[config.mk]
export PLATFORM = sky130hd
export DESIGN_NAME = noc_chain_top
export DESIGN_NICKNAME = d
export VERILOG_FILES = /design/src/source/noc_chain_pkg.sv /design/src/source/noc_link_if.sv /design/src/source/traffic_generator.sv /design/src/source/noc_router_adapter.sv /design/src/source/traffic_processor.sv /design/src/source/traffic_sink.sv /design/src/source/noc_chain_top.sv
export SDC_FILE = /design/constraint.sdc
export NUM_CORES = 1
export LEC_CHECK = 0
export BUFFER_PORTS_ARGS = -buffer_cell sky130_fd_sc_hd__buf_4
export CAP_MARGIN = 40
export CORE_MARGIN = 2
export CORE_UTILIZATION = 45
export CTS_BUF_LIST = sky130_fd_sc_hd__clkbuf_4 sky130_fd_sc_hd__clkbuf_8 sky130_fd_sc_hd__clkbuf_16
export CTS_CLUSTER_SIZE = 25
export DETAILED_ROUTE_END_ITERATION = 6
export HOLD_SLACK_MARGIN = 0.05
export PLACE_DENSITY_LB_ADDON = 0.2
export SYNTH_ARGS = -nofsm -noshare
export SYNTH_HDL_FRONTEND = slang
export SYNTH_SLANG_ARGS = --single-unit
[constraint.sdc]
create_clock -name clk -period 5.9 [get_ports clk]
set_clock_uncertainty 0.2 [all_clocks]
set_input_delay 0.59 -clock clk [delete_from_list [all_inputs] [get_ports clk]]
set_output_delay 0.59 -clock clk [all_outputs]
set_load 0.01 [all_outputs]
[src/source/noc_chain_pkg.sv]
// Widths and node addresses shared by the chain and its testbench; addresses fit in 4 bits
package noc_chain_pkg;

	// Link word and 32-bit running sums
	localparam int noc_dw = 32;

	// Node address carried with every flit
	localparam int addr_w = 4;

	// Sink accumulator, wide enough never to wrap in practice
	localparam int sum_w = 64;

	// Burst length counter
	localparam int count_w = 8;

	// Node 1, the generator, has no eject path
	localparam logic [addr_w-1:0] node_gen = 4'd1;

	// Nodes with adapter and processor
	localparam logic [addr_w-1:0] node_two = 4'd2;
	localparam logic [addr_w-1:0] node_three = 4'd3;

	// End of chain, every flit that reaches it is absorbed
	localparam logic [addr_w-1:0] node_four = 4'd4;

endpackage

[src/source/noc_link_if.sv]
// Point-to-point flit link; sender holds data and dest while valid is high and ready is low
`timescale 1ns/1ns

interface noc_link_if;
	import noc_chain_pkg::*;

	// Payload word
	logic [noc_dw-1:0] data;
	// Destination node of this flit
	logic [addr_w-1:0] dest;
	// Handshake, transfer on a rising edge with both high
	logic valid;
	logic ready;

	// Upstream side
	modport sender (
		output data, dest, valid,
		input ready
	);

	// Downstream side
	modport receiver (
		input data, dest, valid,
		output ready
	);

endinterface

[src/source/traffic_generator.sv]
// Start is taken only while idle; a count of zero or a burst addressed to node 1 sends nothing
`timescale 1ns/1ns

module traffic_generator (
	input logic clk,
	input logic reset,
	input logic start,
	input logic [noc_chain_pkg::noc_dw-1:0] first,
	input logic [noc_chain_pkg::count_w-1:0] count,
	input logic [noc_chain_pkg::addr_w-1:0] dest,
	noc_link_if.sender link
);
	import noc_chain_pkg::*;

	logic [noc_dw-1:0] word;
	logic [count_w-1:0] remaining;
	logic [addr_w-1:0] dest_q;
	logic busy;
	logic load;
	logic sent;

	// Busy while flits are still owed
	assign busy = (remaining != '0);
	// Node 1 cannot eject, so a burst to itself is dropped here
	assign load = start && !busy && (dest != node_gen);
	assign sent = link.valid && link.ready;

	// Burst length bookkeeping
	always_ff @(posedge clk or posedge reset) begin
		if (reset) begin
			remaining <= '0;
		end else if (load) begin
			remaining <= count;
		end else if (sent) begin
			remaining <= remaining - 1'b1;
		end
	end

	// Counting word and latched target
	always_ff @(posedge clk) begin
		if (load) begin
			word <= first;
			dest_q <= dest;
		end else if (sent) begin
			word <= word + 1'b1;
		end
	end

	assign link.data = word;
	assign link.dest = dest_q;
	assign link.valid = busy;

endmodule

[src/source/noc_router_adapter.sv]
// Forwarded flits have priority over injection; injected words always go to node_addr+1
`timescale 1ns/1ns

module noc_router_adapter #(
	parameter logic [noc_chain_pkg::addr_w-1:0] node_addr = noc_chain_pkg::node_two
) (
	input logic clk,
	input logic reset,
	noc_link_if.receiver link_in,
	noc_link_if.sender link_out,
	output logic [noc_chain_pkg::noc_dw-1:0] eject_data,
	output logic eject_valid,
	input logic eject_ready,
	input logic [noc_chain_pkg::noc_dw-1:0] inject_data,
	input logic inject_valid,
	output logic inject_ready
);
	import noc_chain_pkg::*;

	// Injected words are sent to the next node downstream
	localparam logic [addr_w-1:0] next_addr = node_addr + 1'b1;

	// One-flit eject buffer
	logic [noc_dw-1:0] ej_data;
	logic ej_full;
	// One-flit output register
	logic [noc_dw-1:0] out_data;
	logic [addr_w-1:0] out_dest;
	logic out_full;

	logic is_local;
	logic ej_free;
	logic out_free;
	logic ej_take;
	logic fwd_take;
	logic inj_take;

	// Route on the incoming dest field
	assign is_local = (link_in.dest == node_addr);

	// A slot is free when empty or drained on this edge
	assign ej_free = !ej_full || eject_ready;
	assign out_free = !out_full || link_out.ready;

	// Ready only toward the slot this flit targets
	assign link_in.ready = is_local ? ej_free : out_free;

	assign ej_take = link_in.valid && is_local && ej_free;
	assign fwd_take = link_in.valid && !is_local && out_free;

	// A waiting forward flit blocks injection, even while out is full
	assign inject_ready = out_free && !(link_in.valid && !is_local);
	assign inj_take = inject_valid && inject_ready;

	// Occupancy flags
	always_ff @(posedge clk or posedge reset) begin
		if (reset) begin
			ej_full <= 1'b0;
			out_full <= 1'b0;
		end else begin
			ej_full <= ej_take || (ej_full && !eject_ready);
			out_full <= fwd_take || inj_take || (out_full && !link_out.ready);
		end
	end

	// Eject payload
	always_ff @(posedge clk) begin
		if (ej_take) begin
			ej_data <= link_in.data;
		end
	end

	// Output payload, forward first
	always_ff @(posedge clk) begin
		if (fwd_take) begin
			out_data <= link_in.data;
			out_dest <= link_in.dest;
		end else if (inj_take) begin
			out_data <= inject_data;
			out_dest <= next_addr;
		end
	end

	assign eject_data = ej_data;
	assign eject_valid = ej_full;

	assign link_out.data = out_data;
	assign link_out.dest = out_dest;
	assign link_out.valid = out_full;

endmodule

[src/source/traffic_processor.sv]
// Running sum wraps modulo 2^32; clear is expected only while no word is in flight
`timescale 1ns/1ns

module traffic_processor (
	input logic clk,
	input logic reset,
	input logic clear,
	input logic [noc_chain_pkg::noc_dw-1:0] in_data,
	input logic in_valid,
	output logic in_ready,
	output logic [noc_chain_pkg::noc_dw-1:0] out_data,
	output logic out_valid,
	input logic out_ready
);
	import noc_chain_pkg::*;

	logic [noc_dw-1:0] sum;
	logic full;
	logic take;

	// Accept only when the result slot can be reused
	assign in_ready = !full || out_ready;
	assign take = in_valid && in_ready;

	// Accumulator, clear wins over a new word
	always_ff @(posedge clk or posedge reset) begin
		if (reset) begin
			sum <= '0;
		end else if (clear) begin
			sum <= '0;
		end else if (take) begin
			sum <= sum + in_data;
		end
	end

	// Result valid until the adapter takes it
	always_ff @(posedge clk or posedge reset) begin
		if (reset) begin
			full <= 1'b0;
		end else begin
			full <= take || (full && !out_ready);
		end
	end

	// Each new sum is sent on
	assign out_data = sum;
	assign out_valid = full;

endmodule

[src/source/traffic_sink.sv]
// Always ready; every flit reaching the end of the chain is absorbed whatever its dest
`timescale 1ns/1ns

module traffic_sink (
	input logic clk,
	input logic reset,
	input logic clear,
	noc_link_if.receiver link,
	output logic [noc_chain_pkg::sum_w-1:0] data_out,
	output logic out_valid
);
	import noc_chain_pkg::*;

	logic [sum_w-1:0] sum;
	logic pulse;

	// Never back-pressures the chain
	assign link.ready = 1'b1;

	// Zero-extended accumulate, one pulse per flit
	always_ff @(posedge clk or posedge reset) begin
		if (reset) begin
			sum <= '0;
			pulse <= 1'b0;
		end else begin
			pulse <= link.valid;
			if (clear) begin
				sum <= '0;
			end else if (link.valid) begin
				sum <= sum + sum_w'(link.data);
			end
		end
	end

	assign data_out = sum;
	assign out_valid = pulse;

endmodule

[src/source/noc_chain_top.sv]
// Dest must be node 2, 3 or 4; clear and start are honoured only while the chain is idle
`timescale 1ns/1ns

module noc_chain_top (
	input logic clk,
	input logic reset,
	input logic start,
	input logic [noc_chain_pkg::noc_dw-1:0] first,
	input logic [noc_chain_pkg::count_w-1:0] count,
	input logic [noc_chain_pkg::addr_w-1:0] dest,
	input logic clear,
	output logic [noc_chain_pkg::sum_w-1:0] data_out,
	output logic out_valid
);
	import noc_chain_pkg::*;

	// Chain links
	noc_link_if link_a ();
	noc_link_if link_b ();
	noc_link_if link_c ();

	// Node 2 local ports
	logic [noc_dw-1:0] eject_data_2;
	logic eject_valid_2;
	logic eject_ready_2;
	logic [noc_dw-1:0] inject_data_2;
	logic inject_valid_2;
	logic inject_ready_2;

	// Node 3 local ports
	logic [noc_dw-1:0] eject_data_3;
	logic eject_valid_3;
	logic eject_ready_3;
	logic [noc_dw-1:0] inject_data_3;
	logic inject_valid_3;
	logic inject_ready_3;

	// Node 1
	traffic_generator gen (
		.clk(clk), .reset(reset), .start(start), .first(first),
		.count(count), .dest(dest), .link(link_a)
	);

	// Node 2
	noc_router_adapter #(.node_addr(node_two)) adapter_2 (
		.clk(clk), .reset(reset), .link_in(link_a), .link_out(link_b),
		.eject_data(eject_data_2), .eject_valid(eject_valid_2), .eject_ready(eject_ready_2),
		.inject_data(inject_data_2), .inject_valid(inject_valid_2),
		.inject_ready(inject_ready_2)
	);
	traffic_processor proc_2 (
		.clk(clk), .reset(reset), .clear(clear),
		.in_data(eject_data_2), .in_valid(eject_valid_2), .in_ready(eject_ready_2),
		.out_data(inject_data_2), .out_valid(inject_valid_2), .out_ready(inject_ready_2)
	);

	// Node 3
	noc_router_adapter #(.node_addr(node_three)) adapter_3 (
		.clk(clk), .reset(reset), .link_in(link_b), .link_out(link_c),
		.eject_data(eject_data_3), .eject_valid(eject_valid_3), .eject_ready(eject_ready_3),
		.inject_data(inject_data_3), .inject_valid(inject_valid_3),
		.inject_ready(inject_ready_3)
	);
	traffic_processor proc_3 (
		.clk(clk), .reset(reset), .clear(clear),
		.in_data(eject_data_3), .in_valid(eject_valid_3), .in_ready(eject_ready_3),
		.out_data(inject_data_3), .out_valid(inject_valid_3), .out_ready(inject_ready_3)
	);

	// Node 4
	traffic_sink sink (
		.clk(clk), .reset(reset), .clear(clear), .link(link_c),
		.data_out(data_out), .out_valid(out_valid)
	);

endmodule

# == After elaboration in Yosys (flattened, before gate mapping) ==
# Index checks and enable logic that the tools add are counted.
# totals
output_inout_bits,65
in_bits,48
ff_bits,311
word_cells,97
# op_classes
addsub,5
eq_ne,3
mux,18
n_reduce_logical,53
# op_table
operator,n
$mux 32,10
$mux 64,2
$add 32x32->32,2
$add 64x32->64,1
$add 32x1->32 const B,1
$logic_and 1x1->1,20
$mux 8,2
$logic_not 1->1,14
$logic_or 1x1->1,12
$reduce_bool 2->1,6
$eq 4x2->1 const B,2
$mux 4,2
$reduce_bool 8->1,1
$sub 8x1->8 const B,1
$ne 4x1->1 const B,1
$mux 1,2

# == Logic depth before layout (Yosys ltp) ==
# logic_depth
ltp_word,15
depth_mapped,13
mapped_depth_nobuf,12

# == Modules after synthesis ==
# From an unflattened synthesis, not the netlist that was laid out.
# hier_totals
hier_cells,1835
area_unflattened_um2,19035.8
# by_module_without_submodules
mod,cells_per_inst,instances,area_each_um2,seq_area_each_um2
traffic_processor,364,2,2975.4,825.8
traffic_sink,598,1,5028.6,1626.6
noc_router_adapter (adapter_3),127,1,2772.7,2092.0
noc_router_adapter (adapter_2),126,1,2732.6,2092.0
traffic_generator,256,1,2551.2,1281.2

# == Worst setup path before layout ==
# Ideal clock, no wire load.
# synth_timing
path_type,register -> register
startpoint,"register sink.sum[0], in the netlist sink.data_out[0]"
endpoint,"register sink.sum[48], in the netlist sink.data_out[48]"
n_path_buf,0
period_less_slack_ns,3.193
stages_incl_launch_ff,13
arrival_time_ns,2.915
setup_time_ns,0.078
required_ns,5.622
setup_slack_ns,2.707
cell_sequence,dfrtp_1 > ha_1 > inv_1 > fa_1 > nor2b_1 > o21ai_1 > a21boi_2 > o211ai_2 > a211oi_2 > o21ai_2 > a311oi_2 > or4b_1 > a21oi_1
# synth_via
elab_chain_len,3
# synth_rtl
item,line,rtl
from (decl),traffic_sink.sv:14,logic [sum_w-1:0] sum;
from (signal assigned),traffic_sink.sv:30,sum <= sum + sum_w'(link.data);
$add 64x32->64,traffic_sink.sv:30,
$mux 64,traffic_sink.sv:29,end else if (link.valid) begin
$mux 64,traffic_sink.sv:27,if (clear) begin
# Every way passes these cells. The select of a mux whose other input is x is not followed.
# A chain may end at the register's enable or synchronous reset.

# == Worst setup path in the final report ==
# Same ends and word-level chain as after synthesis.

==> flow_summary_export.csv <==
group,metric,value,unit
drt,post_drt_wl_per_cell,16.8,um
clocking,post_cts.resized_instances,0,
synthesis,yosysSeqAreaShare,48.1,%
place,place.gp.congestion,0.899,
timing,timing.final.ws_setup,2.24,ns
synthesis,mean_instance_size_in_the_synthesized_netlist,9.98,sq um
min_path,min_path_type,"primary input to flop",
place,detailed_place_hpwl,28900,um
final_layout,area_growth_syn_to_layout,14.5,%
timing,timing_max_transition_violations_final,0,
clocking,max-clock-path-buffers,3,
timing,maxSlewHeadroom,46.2,%
timing,final.min_clock_period,3.66,ns
global_routing,grt_antenna_before_repair,0,
synthesis,synth.cell_area,0.0179,sq mm
synthesis,main_combinational_cell_family_by_area_after_synthesis,"simple AND/OR/NAND/NOR gates",
critical_path,timing.critical_path.to_type,"flop",
drt,drtAntennaViolNets,0,
synthesis,ys_async_sr_fraction,46.0,%
drt,detail_route.wirelength,41200,um
timing,tns,0,ns
synthesis,synth_seq_cells,311,
synthesis,synth_enable_flop_cells,168,
synthesis,post_synth_inst_count,1797,
synthesis,synth-compound-area-share,16.0,%
floorplanning,floorplan.die_area,0.0415,sq mm
global_routing,vias_in_the_first_global_route,13400,
final_layout,num_antenna_cells,0,
clocking,tritoncts_num_sinks,311,
floorplanning,placementRows,73,
critical_path,worst_setup_path_start_kind,"flop",
final_layout,multi_input_logic_area,0.00884,sq mm
drt,via_count,13500,
place,placed_area,0.0193,sq mm
floorplanning,die_h,204,um
final_layout,drive_gt1_share,15.1,%
final_layout,final_area,0.0205,sq mm
critical_path,critPathArrivalTime,3.91,ns
synthesis,postSynthNetCount,1945,
timing,timing.final.setup_violations,0,
synthesis,synth-main-ff-cell,"edfxtp_1",
timing,grt_setup_unrepaired,"no",
clocking,clk_pin_slew_worst_paths,0.06,ns
outcome,outcome,"completed",
synthesis,post_synth_fa_ha_maj_area_fraction,7.10,%
floorplanning,num_io_pins,113,
timing,tightestPinTransition,0.787,ns
drt,drt_iter0_drc,684,
critical_path,critPathMaxFanout,6,
clocking,cts_hold_buf,8,
place,dpl_worst_slack,2.24,ns
synthesis,post_synth_num_cell_types,85,
clocking,skew_pair_late_insertion_delay,0.55,ns
drt,detail_route.drc_violations,0,
drt,route.detailed.vias_per_inst,5.51,
global_routing,grt_max_degree,68,
synthesis,yosys_warnings,0,
final_layout,finish.net_count,2050,
place,placed_instances,2381,
global_routing,globalRouteTotalUtil,20.4,%
synthesis,yosys.area_share.simple,18.1,%
clocking,clock-root-buffer,"clkbuf_16",
place,numPortBuffers,112,
clocking,htree_levels,2,
final_layout,fillers,3558,
floorplanning,initial_core_utilization,45.3,%
critical_path,startpoint_to_endpoint_class_of_the_critical_path,"flop to flop",
drt,drt_first_pass_iters,6,
synthesis,synthXorXnorAreaFrac,4.59,%
floorplanning,fp.coreArea,0.0395,sq mm
pwr,design_power_total,4680,uW
final_layout,instances_no_fill,2455,
global_routing,global_route.overflow_total,0,
flow_run,number_of_violations_of_the_max_capacitance_limit,0,
clocking,postCtsSetupRepairBufs,0,
clocking,cts_inserted_buffers,36,
floorplanning,fp.dieW,204,um
clocking,cts_tree,"yes",
pwr,vdd.ir_drop.worst,0.000189,V
timing,achievable-frequency,0.273,GHz
global_routing,grt_pass1_wl,68700,um
final_layout,seqCellArea,0.00862,sq mm
critical_path,timing.critical_path.required,6.15,ns
pwr,power.density,228,mW/mm^2
timing,timing.final.hold_violations,0,
synthesis,synth.area.mux_share,3.40,%
timing,min_period_over_period,62.0,%
pwr,leakage_component_of_the_power,0.00885,uW
report_power, final:
part / leakage [uW] / internal, uW / switching, uW
Clock: 0.000581 / 1290 / 889
Combinational: 0.00460 / 83.0 / 116
Sequential: 0.00367 / 2290 / 13.1
Total: 0.00885 / 3660 / 1020
routing by layer:
metal	GRT usage [%]	vias to the layer above	routed length [um]
met5	0	-	0
met4	6.93	0	913
met3	2.51	57	1830
met2	32.4	308	18700
met1	28.8	6377	19800
li1	-	6779	-
synth_stat cells (all sizes together), types with 11 or more instances:
| master | n | area, sq um |
|---|---|---|
| inv | 44 | 165 |
| xnor2 | 51 | 447 |
| mux2i | 17 | 170 |
| mux2 | 39 | 439 |
| o211ai | 13 | 103 |
| o21a | 12 | 90.1 |
| or3 | 21 | 131 |
| nor2 | 126 | 475 |
| a21oi | 154 | 827 |
| nor3 | 27 | 135 |
| o21ai | 94 | 478 |
| nand4 | 23 | 144 |
| nand2b | 12 | 75.1 |
| nor2b | 16 | 100 |
| a21o | 36 | 270 |
| xor2 | 43 | 377 |
| buf | 20 | 130 |
| nand3 | 66 | 330 |
| nand2 | 294 | 1140 |
| clkbuf | 51 | 191 |
| and2 | 19 | 121 |
| edfxtp | 168 | 5040 |
| ha | 97 | 1210 |
| o31ai | 15 | 126 |
| and3 | 31 | 194 |
| a31oi | 11 | 75.1 |
| a211oi | 25 | 193 |
| dfrtp | 143 | 3580 |
critical path: stages (launching register included):
cell and delay, ns:
dfrtp_1 0.38, ha_1 0.18, inv_1 0.06, fa_1 0.40
nor2b_1 0.15, o21ai_1 0.10, a21boi_2 0.22, o211ai_2 0.15
a211oi_2 0.39, o21ai_2 0.21, a311oi_2 0.53, or4b_1 0.48
a21oi_1 0.14
flip-flops by register name, summed over array words and instances, names as in the netlist, 4 cells and up:
register	flops
adapter_2.eject_data	32
adapter_2.link_out.data	32
adapter_2.link_out.dest	4
adapter_3.eject_data	32
adapter_3.link_out.data	32
gen.link.data	32
gen.link.dest	4
gen.remaining	8
proc_2.out_data	32
proc_3.out_data	32
sink.data_out	64
final cells by class:
type	instances	share of cell area, %
clock inverters	20	0.762
inverters	44	0.829
well taps	525	3.20
clock buffers	46	4.87
flip-flops and latches	311	42.0
repair buffers	138	5.30
multi-input cells	1371	43.0
kinds of logic after synthesis:
logic type,Yosys count
buf+inv,115
compound gates,436
simple gates,685
fa+ha+maj,100
mux,56
flops,311
xor+xnor,94
layout by cell type (no fill, tap or decap), drive strengths merged, types with 39 or more instances in the layout:
cell type	Yosys	routed
nor2	126	126
dfrtp	143	143
nand2	294	294
nand3	66	66
xnor2	51	51
a21oi	154	154
edfxtp	168	168
xor2	43	43
o21ai	94	94
buf	20	130
ha	97	97
mux2	39	39
inv	44	46
clkbuf	51	46
per-stage QoR:
stage	utilization (%)	hold WS, ns
global route	51.9	0.107
floorplan	-	0.152
detailed placement	48.8	0.236
finish	51.9	0.104
CTS	51.9	0.0775
global placement	48.7	0.231
worst paths after layout:
kind,end,cells after the start,slack (ns),start
setup / recovery,sink.data_out[48],12,2.24,sink.data_out[0]
hold / removal,gen.link.data[1],3,0.10,first[1]
setup reg to reg,sink.data_out[48],12,2.24,sink.data_out[0]
hold reg to reg,adapter_3.eject_data[22],0,0.25,adapter_2.link_out.data[22]
max in group asynchronous,sink.data_out[20],4,3.82,reset
min in group asynchronous,gen.remaining[4],3,0.48,reset
(Power assumes the default switching activity.)
